<file path="src/design/lockstep_cfg_pkg.sv">
/*
 * Configuration defaults for the lockstep checker
 *   lane count and lane sample width
 *   accumulator width
 *   lockstep offset of the shadow core
 */
`default_nettype none

package lockstep_cfg_pkg;

  // Accumulator lanes in the core
  parameter int unsigned NumLanes = 4;

  // Width of one lane sample
  parameter int unsigned DataWidth = 8;

  // Accumulator width, sums wrap at this size
  parameter int unsigned AccWidth = 16;

  // Shadow core delay in cycles, at least 2
  parameter int unsigned LockstepOffset = 2;

endpackage

`default_nettype wire

</file>
<file path="src/design/lockstep_types_pkg.sv">
/*
 * Vector types shared between the checker blocks
 *   lane sample, accumulator value
 *   per-lane mismatch mask
 *   shadow reset counter value
 */
`default_nettype none

package lockstep_types_pkg;
  import lockstep_cfg_pkg::*;

  // Counter must reach LockstepOffset - 1
  localparam int unsigned OffsetCntWidth = $clog2(LockstepOffset + 1);

  typedef logic [DataWidth-1:0] lane_data_t;

  typedef logic [AccWidth-1:0] acc_t;

  // One bit per lane
  typedef logic [NumLanes-1:0] lane_mask_t;

  typedef logic [OffsetCntWidth-1:0] offset_cnt_t;

endpackage

`default_nettype wire

</file>
<file path="src/design/shadow_reset_gen.sv">
/*
 * Shadow core reset sequencer
 *   holds the shadow lanes in reset for LockstepOffset cycles
 *   after the system reset, then enables the comparison
 *   one cycle later
 */
`default_nettype none

module shadow_reset_gen import lockstep_types_pkg::*; #(
  parameter int unsigned LockstepOffset = lockstep_cfg_pkg::LockstepOffset
) (
  input  logic clk_i,
  input  logic rst_ni,
  output logic shadow_rst_no,
  output logic cmp_en_o
);

  offset_cnt_t cnt_d;
  offset_cnt_t cnt_q;
  logic        set_d;
  logic        set_q;
  logic        cmp_en_q;

  // Final count reached, release the shadow reset next cycle
  assign set_d = (cnt_q == offset_cnt_t'(LockstepOffset - 1));

  // Counter stops at its end value
  assign cnt_d = set_d ? cnt_q : cnt_q + offset_cnt_t'(1);

  always_ff @(posedge clk_i or negedge rst_ni) begin
    if (!rst_ni) begin
      cnt_q    <= '0;
      set_q    <= 1'b0;
      cmp_en_q <= 1'b0;
    end else begin
      cnt_q    <= cnt_d;
      set_q    <= set_d;
      cmp_en_q <= set_q;
    end
  end

  // Registered flag is the active-low shadow reset
  assign shadow_rst_no = set_q;

  // Compare only once the shadow register holds post-reset data
  assign cmp_en_o      = cmp_en_q;

endmodule

`default_nettype wire

</file>
<file path="src/design/input_delay_line.sv">
/*
 * Input delay line of the shadow core
 *   shifts valid, clear and the lane samples by
 *   LockstepOffset cycles so the shadow lanes see the
 *   stimulus of the main core late by a fixed amount
 */
`default_nettype none

module input_delay_line import lockstep_types_pkg::*; #(
  parameter int unsigned NumLanes       = lockstep_cfg_pkg::NumLanes,
  parameter int unsigned LockstepOffset = lockstep_cfg_pkg::LockstepOffset
) (
  input  logic                      clk_i,
  input  logic                      rst_ni,
  input  logic                      valid_i,
  input  logic                      clear_i,
  input  lane_data_t [NumLanes-1:0] lane_data_i,
  output logic                      valid_o,
  output logic                      clear_o,
  output lane_data_t [NumLanes-1:0] lane_data_o
);

  // Top stage takes the input, stage 0 feeds the shadow core
  logic [LockstepOffset-1:0]                     valid_q;
  logic [LockstepOffset-1:0]                     clear_q;
  lane_data_t [LockstepOffset-1:0][NumLanes-1:0] data_q;

  always_ff @(posedge clk_i or negedge rst_ni) begin
    if (!rst_ni) begin
      valid_q <= '0;
      clear_q <= '0;
      data_q  <= '0;
    end else begin
      for (int unsigned i = 0; i < LockstepOffset - 1; i++) begin
        valid_q[i] <= valid_q[i+1];
        clear_q[i] <= clear_q[i+1];
        data_q[i]  <= data_q[i+1];
      end
      valid_q[LockstepOffset-1] <= valid_i;
      clear_q[LockstepOffset-1] <= clear_i;
      data_q[LockstepOffset-1]  <= lane_data_i;
    end
  end

  assign valid_o     = valid_q[0];
  assign clear_o     = clear_q[0];
  assign lane_data_o = data_q[0];

endmodule

`default_nettype wire

</file>
<file path="src/design/acc_lane.sv">
/*
 * One accumulator lane of the shadow core
 *   clear zeroes the sum and wins over valid
 *   valid adds the zero-extended sample, modulo 2^AccWidth
 */
`default_nettype none

module acc_lane import lockstep_types_pkg::*; #(
  parameter int unsigned DataWidth = lockstep_cfg_pkg::DataWidth,
  parameter int unsigned AccWidth  = lockstep_cfg_pkg::AccWidth
) (
  input  logic       clk_i,
  input  logic       rst_ni,
  input  logic       valid_i,
  input  logic       clear_i,
  input  lane_data_t data_i,
  output acc_t       acc_o
);

  acc_t acc_q;
  acc_t sample_ext;

  assign sample_ext = {{(AccWidth - DataWidth){1'b0}}, data_i};

  always_ff @(posedge clk_i or negedge rst_ni) begin
    if (!rst_ni) begin
      acc_q <= '0;
    end else if (clear_i) begin
      acc_q <= '0;
    end else if (valid_i) begin
      acc_q <= acc_q + sample_ext;
    end
  end

  assign acc_o = acc_q;

endmodule

`default_nettype wire

</file>
<file path="src/design/output_compare.sv">
/*
 * Output comparator of the lockstep checker
 *   delays the main core outputs by LockstepOffset + 1
 *   registers the shadow outputs once
 *   compares per lane and raises the major alert
 */
`default_nettype none

module output_compare import lockstep_types_pkg::*; #(
  parameter int unsigned NumLanes       = lockstep_cfg_pkg::NumLanes,
  parameter int unsigned LockstepOffset = lockstep_cfg_pkg::LockstepOffset
) (
  input  logic                clk_i,
  input  logic                rst_ni,
  input  logic                cmp_en_i,
  input  acc_t [NumLanes-1:0] shadow_acc_i,
  input  acc_t [NumLanes-1:0] main_acc_i,
  output lane_mask_t          mismatch_lanes_o,
  output logic                alert_major_o
);

  // Extra stage matches the shadow output register
  localparam int unsigned OutputsOffset = LockstepOffset + 1;

  acc_t [OutputsOffset-1:0][NumLanes-1:0] main_q;
  acc_t [NumLanes-1:0]                    shadow_q;
  lane_mask_t                             lane_diff;

  //////////////////////////////
  // Alignment registers
  //////////////////////////////

  always_ff @(posedge clk_i or negedge rst_ni) begin
    if (!rst_ni) begin
      main_q   <= '0;
      shadow_q <= '0;
    end else begin
      for (int unsigned i = 0; i < OutputsOffset - 1; i++) begin
        main_q[i] <= main_q[i+1];
      end
      main_q[OutputsOffset-1] <= main_acc_i;
      shadow_q                <= shadow_acc_i;
    end
  end

  //////////////////////////////
  // Compare
  //////////////////////////////

  always_comb begin
    for (int unsigned i = 0; i < NumLanes; i++) begin
      lane_diff[i] = (shadow_q[i] != main_q[0][i]);
    end
  end

  // No report until the shadow lanes run in step
  assign mismatch_lanes_o = cmp_en_i ? lane_diff : '0;
  assign alert_major_o    = |mismatch_lanes_o;

endmodule

`default_nettype wire

</file>
<file path="src/design/lockstep_top.sv">
/*
 * Top level of the lockstep checker
 *   shadow reset sequencer, input delay line,
 *   bank of shadow accumulator lanes and the
 *   output comparator with the major alert
 */
`default_nettype none

module lockstep_top import lockstep_types_pkg::*; #(
  parameter int unsigned NumLanes       = lockstep_cfg_pkg::NumLanes,
  parameter int unsigned DataWidth      = lockstep_cfg_pkg::DataWidth,
  parameter int unsigned AccWidth       = lockstep_cfg_pkg::AccWidth,
  parameter int unsigned LockstepOffset = lockstep_cfg_pkg::LockstepOffset
) (
  input  logic                      clk_i,
  input  logic                      rst_ni,
  input  logic                      valid_i,
  input  logic                      clear_i,
  input  lane_data_t [NumLanes-1:0] lane_data_i,
  input  acc_t [NumLanes-1:0]       main_acc_i,
  output lane_mask_t                mismatch_lanes_o,
  output logic                      alert_major_o
);

  logic                      shadow_rst_n;
  logic                      cmp_en;
  logic                      dly_valid;
  logic                      dly_clear;
  lane_data_t [NumLanes-1:0] dly_lane_data;
  acc_t [NumLanes-1:0]       shadow_acc;

  //////////////////////////////
  // Reset and input delay
  //////////////////////////////

  shadow_reset_gen #(
    .LockstepOffset(LockstepOffset)
  ) u_reset_gen (
    .clk_i        (clk_i),
    .rst_ni       (rst_ni),
    .shadow_rst_no(shadow_rst_n),
    .cmp_en_o     (cmp_en)
  );

  input_delay_line #(
    .NumLanes      (NumLanes),
    .LockstepOffset(LockstepOffset)
  ) u_delay_line (
    .clk_i      (clk_i),
    .rst_ni     (rst_ni),
    .valid_i    (valid_i),
    .clear_i    (clear_i),
    .lane_data_i(lane_data_i),
    .valid_o    (dly_valid),
    .clear_o    (dly_clear),
    .lane_data_o(dly_lane_data)
  );

  //////////////////////////////
  // Shadow core
  //////////////////////////////

  for (genvar i = 0; i < NumLanes; i++) begin : g_lane
    acc_lane #(
      .DataWidth(DataWidth),
      .AccWidth (AccWidth)
    ) u_lane (
      .clk_i  (clk_i),
      .rst_ni (shadow_rst_n),
      .valid_i(dly_valid),
      .clear_i(dly_clear),
      .data_i (dly_lane_data[i]),
      .acc_o  (shadow_acc[i])
    );
  end

  output_compare #(
    .NumLanes      (NumLanes),
    .LockstepOffset(LockstepOffset)
  ) u_compare (
    .clk_i           (clk_i),
    .rst_ni          (rst_ni),
    .cmp_en_i        (cmp_en),
    .shadow_acc_i    (shadow_acc),
    .main_acc_i      (main_acc_i),
    .mismatch_lanes_o(mismatch_lanes_o),
    .alert_major_o   (alert_major_o)
  );

endmodule

`default_nettype wire

</file>
<file path="config.mk">
export PLATFORM = sky130hd
export DESIGN_NAME = lockstep_top
export DESIGN_NICKNAME = d
export VERILOG_FILES = /design/src/design/lockstep_cfg_pkg.sv /design/src/design/lockstep_types_pkg.sv /design/src/design/shadow_reset_gen.sv /design/src/design/input_delay_line.sv /design/src/design/acc_lane.sv /design/src/design/output_compare.sv /design/src/design/lockstep_top.sv
export SDC_FILE = /design/constraint.sdc
export NUM_CORES = 1
export LEC_CHECK = 0
export ABC_CLOCK_PERIOD_IN_PS = 4880
export CAP_MARGIN = 0
export CORE_ASPECT_RATIO = 1.2
export CORE_MARGIN = 3
export CORE_UTILIZATION = 42
export DETAILED_ROUTE_END_ITERATION = 8
export DONT_BUFFER_PORTS = 1
export PLACE_DENSITY_LB_ADDON = 0.3
export RECOVER_POWER = 50
export REMOVE_ABC_BUFFERS = 1
export SYNTH_ARGS = -nofsm -noshare
export SYNTH_HDL_FRONTEND = slang
export SYNTH_SLANG_ARGS = --single-unit
</file>
<file path="constraint.sdc">
create_clock -name clk_i -period 4.88 [get_ports clk_i]
set_input_delay 0.244 -clock clk_i [delete_from_list [all_inputs] [get_ports clk_i]]
set_output_delay 0.244 -clock clk_i [all_outputs]
set_load 0.02 [all_outputs]
</file>
==> results.sh, run 1 <==
export IMPL_final_common_cell="dfrtp_1"
export IMPL_vias_per_cell=4.683
export IMPL_std_cell_rows=70
export IMPL_drv_cap=0
export IMPL_postCtsSetupRepairBufs=0
export IMPL_status="complete, but fails checks"
export IMPL_total_power_uw=7124
export IMPL_ios=105
export IMPL_ys_seq_elements=392
export IMPL_cts_reportedPaths_clkPinSlew_ns=0.06
export IMPL_power_density_mw_per_mm2=448.3
export IMPL_instances_no_fill=1421
export IMPL_place_congestion=0.8543
export IMPL_routedWlPerCell_microns=15.82
export IMPL_grt_overflow=0
export IMPL_grt_pass1_vias=7286
export IMPL_multi_input_area_sq_mm=0.003132
export IMPL_cts_resized=0
export IMPL_synth_cell_types=43
export IMPL_power_leakage_uw=0.007094
export IMPL_peakVddDrop_v=0.0002874
export IMPL_drt_iter0_drc=329
export IMPL_max_freq_mhz=356.7
export IMPL_detail_route_antenna_nets=0
export IMPL_final_nets=1131
export IMPL_async_reset_ff_share_pct=100.0
export IMPL_grt_total_usage_pct=13.99
export IMPL_end_kind="output pin"
export IMPL_antenna_found_initial=0
export IMPL_area_growth_pct=21.68
export IMPL_hpwl_microns=13600
export IMPL_critPathKind="flip-flop to output pin"
export IMPL_skew_ns=0.01659
export IMPL_clock_sinks=392
export IMPL_start_util_pct=42.73
export IMPL_hp_class="input pin to async pin"
export IMPL_yosysWarnings=0
export IMPL_final_fill_count=2480
export IMPL_arrival_ns=2.56
export IMPL_grt_start_max_net_pins=329
export IMPL_synthFlopType="dfrtp_1"
export IMPL_clk_path_buf_depth=3
export IMPL_synth_area_sq_mm=0.01306
export IMPL_report_final_setup_viol=0
export IMPL_drtPass1Iterations=4
export IMPL_dpl_cell_count=1250
export IMPL_startpoint_type="flip-flop"
export IMPL_worstSkewPairLatency_ns=0.53
export IMPL_cts_root_buf="clkbuf_16"
export IMPL_maxSlewHeadroom_pct=47.67
export IMPL_seqCellArea_sq_mm=0.009813
export IMPL_cts_buffers=40
export IMPL_core_area_sq_mm=0.03057
export IMPL_tightestPinTransition_ns=0.7850
export IMPL_wl_microns=22490
export IMPL_finalCritPeriodShare_pct=57.46
export IMPL_cp_max_fo=2
export IMPL_ys_seq_area_share_pct=75.11
export IMPL_avgSynthCellArea_sq_um=15.13
export IMPL_die_height_microns=199.2
export IMPL_cp_required_ns=4.64
export IMPL_rsz0062_at_grt="no"
export IMPL_remaining_drc_errors=0
export IMPL_drive_gt1_share_pct=7.610
export IMPL_dieArea_sq_mm=0.03326
export IMPL_final_cell_mix="389 x dfrtp_1, 98 x dlygate4sd3_1, 89 x xnor2_1"
export IMPL_finalMaxSlewViolations=0
export IMPL_hold_viol_final=328
export IMPL_diodes=0
export IMPL_synth_edf_count=0
export IMPL_die_w_microns=167.0
export IMPL_ctsHtreeMaxLevel=2
export IMPL_whs_ns=-0.5748
export IMPL_synthCells=863
export IMPL_port_buffer_count=0
export IMPL_vias=6654
export IMPL_cts_tree="built"
export IMPL_period_needed_ns=2.804
export IMPL_hold_buffers=98
export IMPL_grt_pass1_wl_microns=37400
export IMPL_failed_checks="negative hold slack"
export IMPL_fin_setup_tns_ns=0
## routing by layer
layer / track usage [%] / part of all wire, % / vias up
met5: 0 / 0 / -
met1: 17.96 / 42 / 3324
li1: - / - / 3173
met2: 23.71 / 51 / 117
met3: 3.087 / 4.2 / 40
met4: 4.982 / 2.7 / 0
## worst max-delay path, stage by stage (launching register included)
cell	delay, ns
dfrtp_1	0.39
xnor2_1	0.16
nand4_1	0.14
o41a_1	0.58
or4_1	0.75
## stage by stage
stage / utilization, % / setup slack, ns / area, sq um
after global routing: 51.99 / 1.948 / 15890
after detailed placement: 44.29 / 2.573 / 13540
final: 51.99 / 2.076 / 15890
after floorplan: - / 2.289 / 13010
after CTS: 51.99 / 1.981 / 15890
after global placement: 44.29 / 2.565 / 13540
## synth_stat cells (2+ instances only)
cell,instances,area [sq um]
nor3_1,11,55.05
nor2b_1,7,43.79
ha_1,33,412.9
nand3_1,31,155.2
dfrtp_1,392,9809
a32o_1,4,40.04
a22o_1,4,35.03
o21bai_1,2,15.01
o21a_1,4,30.03
nand2_1,23,86.33
nand4_1,22,137.6
a211oi_1,8,60.06
o211ai_1,4,30.03
a21o_1,5,37.54
clkbuf_1,9,33.78
o21ai_1,10,50.05
buf_2,2,10.01
o41a_1,4,45.04
or3_1,10,62.56
buf_1,2,7.510
xnor2_1,89,779.5
and4b_1,2,20.02
o21ai_0,7,35.03
inv_1,18,67.56
and3_1,5,31.28
a21oi_1,18,90.09
mux2i_1,17,170.2
fa_1,4,80.08
nor2_1,78,292.8
xor2_1,22,192.7
o2111ai_1,4,35.03
## power by group
| group | total (uW) | internal (uW) | switching [uW] |
|---|---|---|---|
| clock | 3080 | 1840 | 1240 |
| sequential | 3540 | 3440 | 102 |
| combinational | 503 | 259 | 243 |
| total | 7120 | 5540 | 1590 |
## state kept, by name, summed over array words and instances (netlist names)
register                   count
u_compare.shadow_q            64
u_delay_line.data_q           32
u_delay_line.clear_q           2
g_lane.u_lane.acc_o           64
u_reset_gen.shadow_rst_no      1
u_delay_line.lane_data_o      32
u_delay_line.valid_q           2
u_reset_gen.cnt_q              2
u_compare.main_q             192
u_reset_gen.cmp_en_o           1
## path summary, 6_finish.rpt
check / from / cells after the start / endpoint / slack (ns)
setup / recovery: u_compare.main_q[36] / 4 / alert_major_o / 2.08
hold / removal: rst_ni / 0 / u_delay_line.data_q[41] / -0.57
setup reg to reg: g_lane[0].u_lane.acc_o[0] / 9 / g_lane[0].u_lane.acc_o[12] / 2.61
hold reg to reg: u_compare.main_q[178] / 0 / u_compare.main_q[114] / 0.34
max in group asynchronous: u_reset_gen.shadow_rst_no / 1 / g_lane[1].u_lane.acc_o[1] / 3.54
min in group clk_i: main_acc_i[39] / 1 / u_compare.main_q[167] / 0.26
## cells by family after synthesis
kind of cell	after synthesis	share of synthesized area (%)
flip-flops	392	75.11
AND/OR/NAND/NOR	195	7.099
XOR/XNOR	111	7.444
AO/OA/AOI/OAI	79	4.273
adder cells (fa/ha/maj)	37	3.775
buffers and inverters	31	0.9101
multiplexers	18	1.389
## layout make-up
cell class / count / area share (%)
clock buffers: 53 / 7.243
clock inverters: 20 / 1.394
inverters: 18 / 0.4252
multi-input cells: 440 / 19.71
flip-flops and latches: 392 / 61.75
well taps: 396 / 3.118
repair buffers: 102 / 6.362
No activity file was read; power rests on OpenSTA's default activity.
==> run 2: changes to the inputs <==
Settings changed: ABC_CLOCK_PERIOD_IN_PS 4880 to 2250.
Clock period 4.88 ns to 2.25 ns, I/O delays scaled along.
==> run 2 against run 1 <==
The run ends with negative hold slack, negative setup slack left. Non-clock buffer count rose by 11. Combinational power up 130%. Clock power rose by 120%. First-iteration DRC count down 11%. Critical endpoint unchanged.
==> results.sh, run 2 (synthesis results as in run 1) <==
export IMPL_power_leakage_uw=0.007151
export IMPL_report_final_setup_viol=1
export IMPL_rrSetupSlack_ns=0.15
export IMPL_critPathLaunch="u_compare.main_q[25]"
export IMPL_area_growth_pct=22.29
export IMPL_vias=6761
export IMPL_hold_viol_final=328
export IMPL_final_cell_mix="389 x dfrtp_1, 98 x dlygate4sd3_1, 88 x xnor2_1"
export IMPL_cts_buffers=39
export IMPL_failed_checks="negative hold slack, negative setup slack"
export IMPL_skew_ns=0.01206
export IMPL_final_common_cell="dfrtp_1"
export IMPL_cpMaxStageDelayCell="or4_4"
export IMPL_grt_busiest_layer="met2"
export IMPL_die_w_microns=167.0
export IMPL_rsz0062_at_grt="yes"
export IMPL_drive_gt1_share_pct=8.835
export IMPL_core_area_sq_mm=0.03057
export IMPL_vias_per_cell=4.741
export IMPL_finalMaxSlewViolations=0
export IMPL_peakVddDrop_v=0.0008072
export IMPL_cts_root_buf="clkbuf_16"
export IMPL_clk_path_buf_depth=3
export IMPL_cts_reportedPaths_clkPinSlew_ns=0.06
export IMPL_finish_utilization_pct=52.25
export IMPL_setup_ws_ns=-0.2153
export IMPL_cp_depth=4
export IMPL_diodes=0
export IMPL_r2r_start="g_lane[0].u_lane.acc_o[0]"
export IMPL_critPathKind="flip-flop to output pin"
export IMPL_slowest_delay_ns=0.62
export IMPL_place_area_sq_mm=0.01361
export IMPL_wl_microns=22610
export IMPL_drv_cap=0
export IMPL_crit_buf_inv=0
export IMPL_status="complete, but fails checks"
export IMPL_end_kind="output pin"
export IMPL_period_needed_ns=2.465
export IMPL_ios=105
export IMPL_r2r_end="g_lane[0].u_lane.acc_o[12]"
export IMPL_seqCellArea_sq_mm=0.009813
export IMPL_remaining_drc_errors=0
export IMPL_antenna_found_initial=0
export IMPL_detail_route_antenna_nets=0
export IMPL_groute_layer_met2_usage_pct=23.96
export IMPL_multi_input_area_sq_mm=0.003169
export IMPL_grt_total_usage_pct=14.28
export IMPL_grt_start_max_net_pins=329
export IMPL_ctsHtreeMaxLevel=2
export IMPL_fin_setup_tns_ns=-0.2153
export IMPL_start_util_pct=42.73
export IMPL_grt_pass1_vias=7353
export IMPL_final_fill_count=2487
export IMPL_grt_overflow=0
export IMPL_power_density_mw_per_mm2=967.4
export IMPL_top_register="u_compare.main_q"
export IMPL_path_cells="xnor2_1, nand4_1, o41a_1, or4_4"
export IMPL_port_buffer_count=0
export IMPL_whs_ns=-0.7022
export IMPL_crit_end="alert_major_o"
export IMPL_tightestPinTransition_ns=0.8302
export IMPL_design_area_sq_mm=0.01597
export IMPL_largest_register_ffs=192
export IMPL_place_congestion=0.8097
export IMPL_worstSkewPairLatency_ns=0.52
export IMPL_std_cell_rows=70
export IMPL_dieArea_sq_mm=0.03326
export IMPL_cts_tree="built"
export IMPL_hp_class="input pin to async pin"
export IMPL_startpoint_type="flip-flop"
export IMPL_finalCritPeriodShare_pct=109.6
export IMPL_cp_max_fo=2
export IMPL_hpwl_microns=13820
export IMPL_rr_worst_depth=9
export IMPL_arrival_ns=2.35
export IMPL_routedWlPerCell_microns=15.86
export IMPL_drt_iter0_drc=292
export IMPL_use_met1_pct=18.46
export IMPL_die_height_microns=199.2
export IMPL_grt_pass1_wl_microns=38080
export IMPL_max_freq_mhz=405.6
export IMPL_cp_required_ns=2.14
export IMPL_met3_usage_pct=2.790
export IMPL_maxSlewHeadroom_pct=44.54
export IMPL_critPathTopFamily="simple AND/OR/NAND/NOR gates"
export IMPL_hold_buffers=98
export IMPL_final_nets=1141
export IMPL_clock_sinks=392
export IMPL_drtPass1Iterations=5
## run 2: worst min-delay path by stage
stage / endpoint / slack [ns]
2_1_floorplan: u_compare.main_q[0] / -0.18
3_3_place_gp: u_compare.main_q[30] / -0.18
3_5_place_dp: u_compare.main_q[30] / -0.18
4_1_cts: u_compare.shadow_q[20] / -0.75
5_1_grt: u_compare.shadow_q[20] / -0.74
6_report: u_compare.main_q[30] / -0.70
## run 2: timing repair
action / CTS / global route
pin swaps: 12 / 2
buffers inserted: 1 / 1
setup endpoints to repair: 1 / 4
resized for setup: 2 / 8
endpoints found under the hold margin: 426 / 328
## run 2: layout make-up
cell class                      count  area share (%)
Multi-Input combinational cell    440           19.84
Clock buffer                       54           7.090
Timing Repair Buffer              113           6.870
Sequential cell                   392           61.44
Inverter                           18          0.4230
Tap cell                          396           3.102
Clock inverter                     13           1.230
## run 2: power breakdown
| group | internal, uW | total [uW] | switching (uW) |
|---|---|---|---|
| logic | 583 | 1140 | 555 |
| registers | 7460 | 7660 | 206 |
| clock network | 4080 | 6650 | 2570 |
## run 2: worst reg2reg max path: cells and delay by family (launching register included)
family / cells / cell delay, ns
AOI/OAI and AO/OA: 3 / 0.63
DFF: 1 / 0.37
and+or+nand+nor: 3 / 0.34
adders and majority gates: 2 / 0.61
buffers and inverters: 1 / 0.05
## run 2: routing by layer
metal	up-vias	routed length (microns)
met5	-	0
met4	0	758
met3	51	863
met2	133	11290
met1	3401	9706
li1	3176	-
## run 2: metrics by stage
stage               setup slack [ns]  power (uW)  cells
floorplan                    -0.3412        8517    850
finish                       -0.2153       15450   1426
CTS                          -0.2643       15680   1425
global placement              0.1565        8752   1259
detailed placement            0.1077        8777   1259
global route                 -0.3203       16160   1426
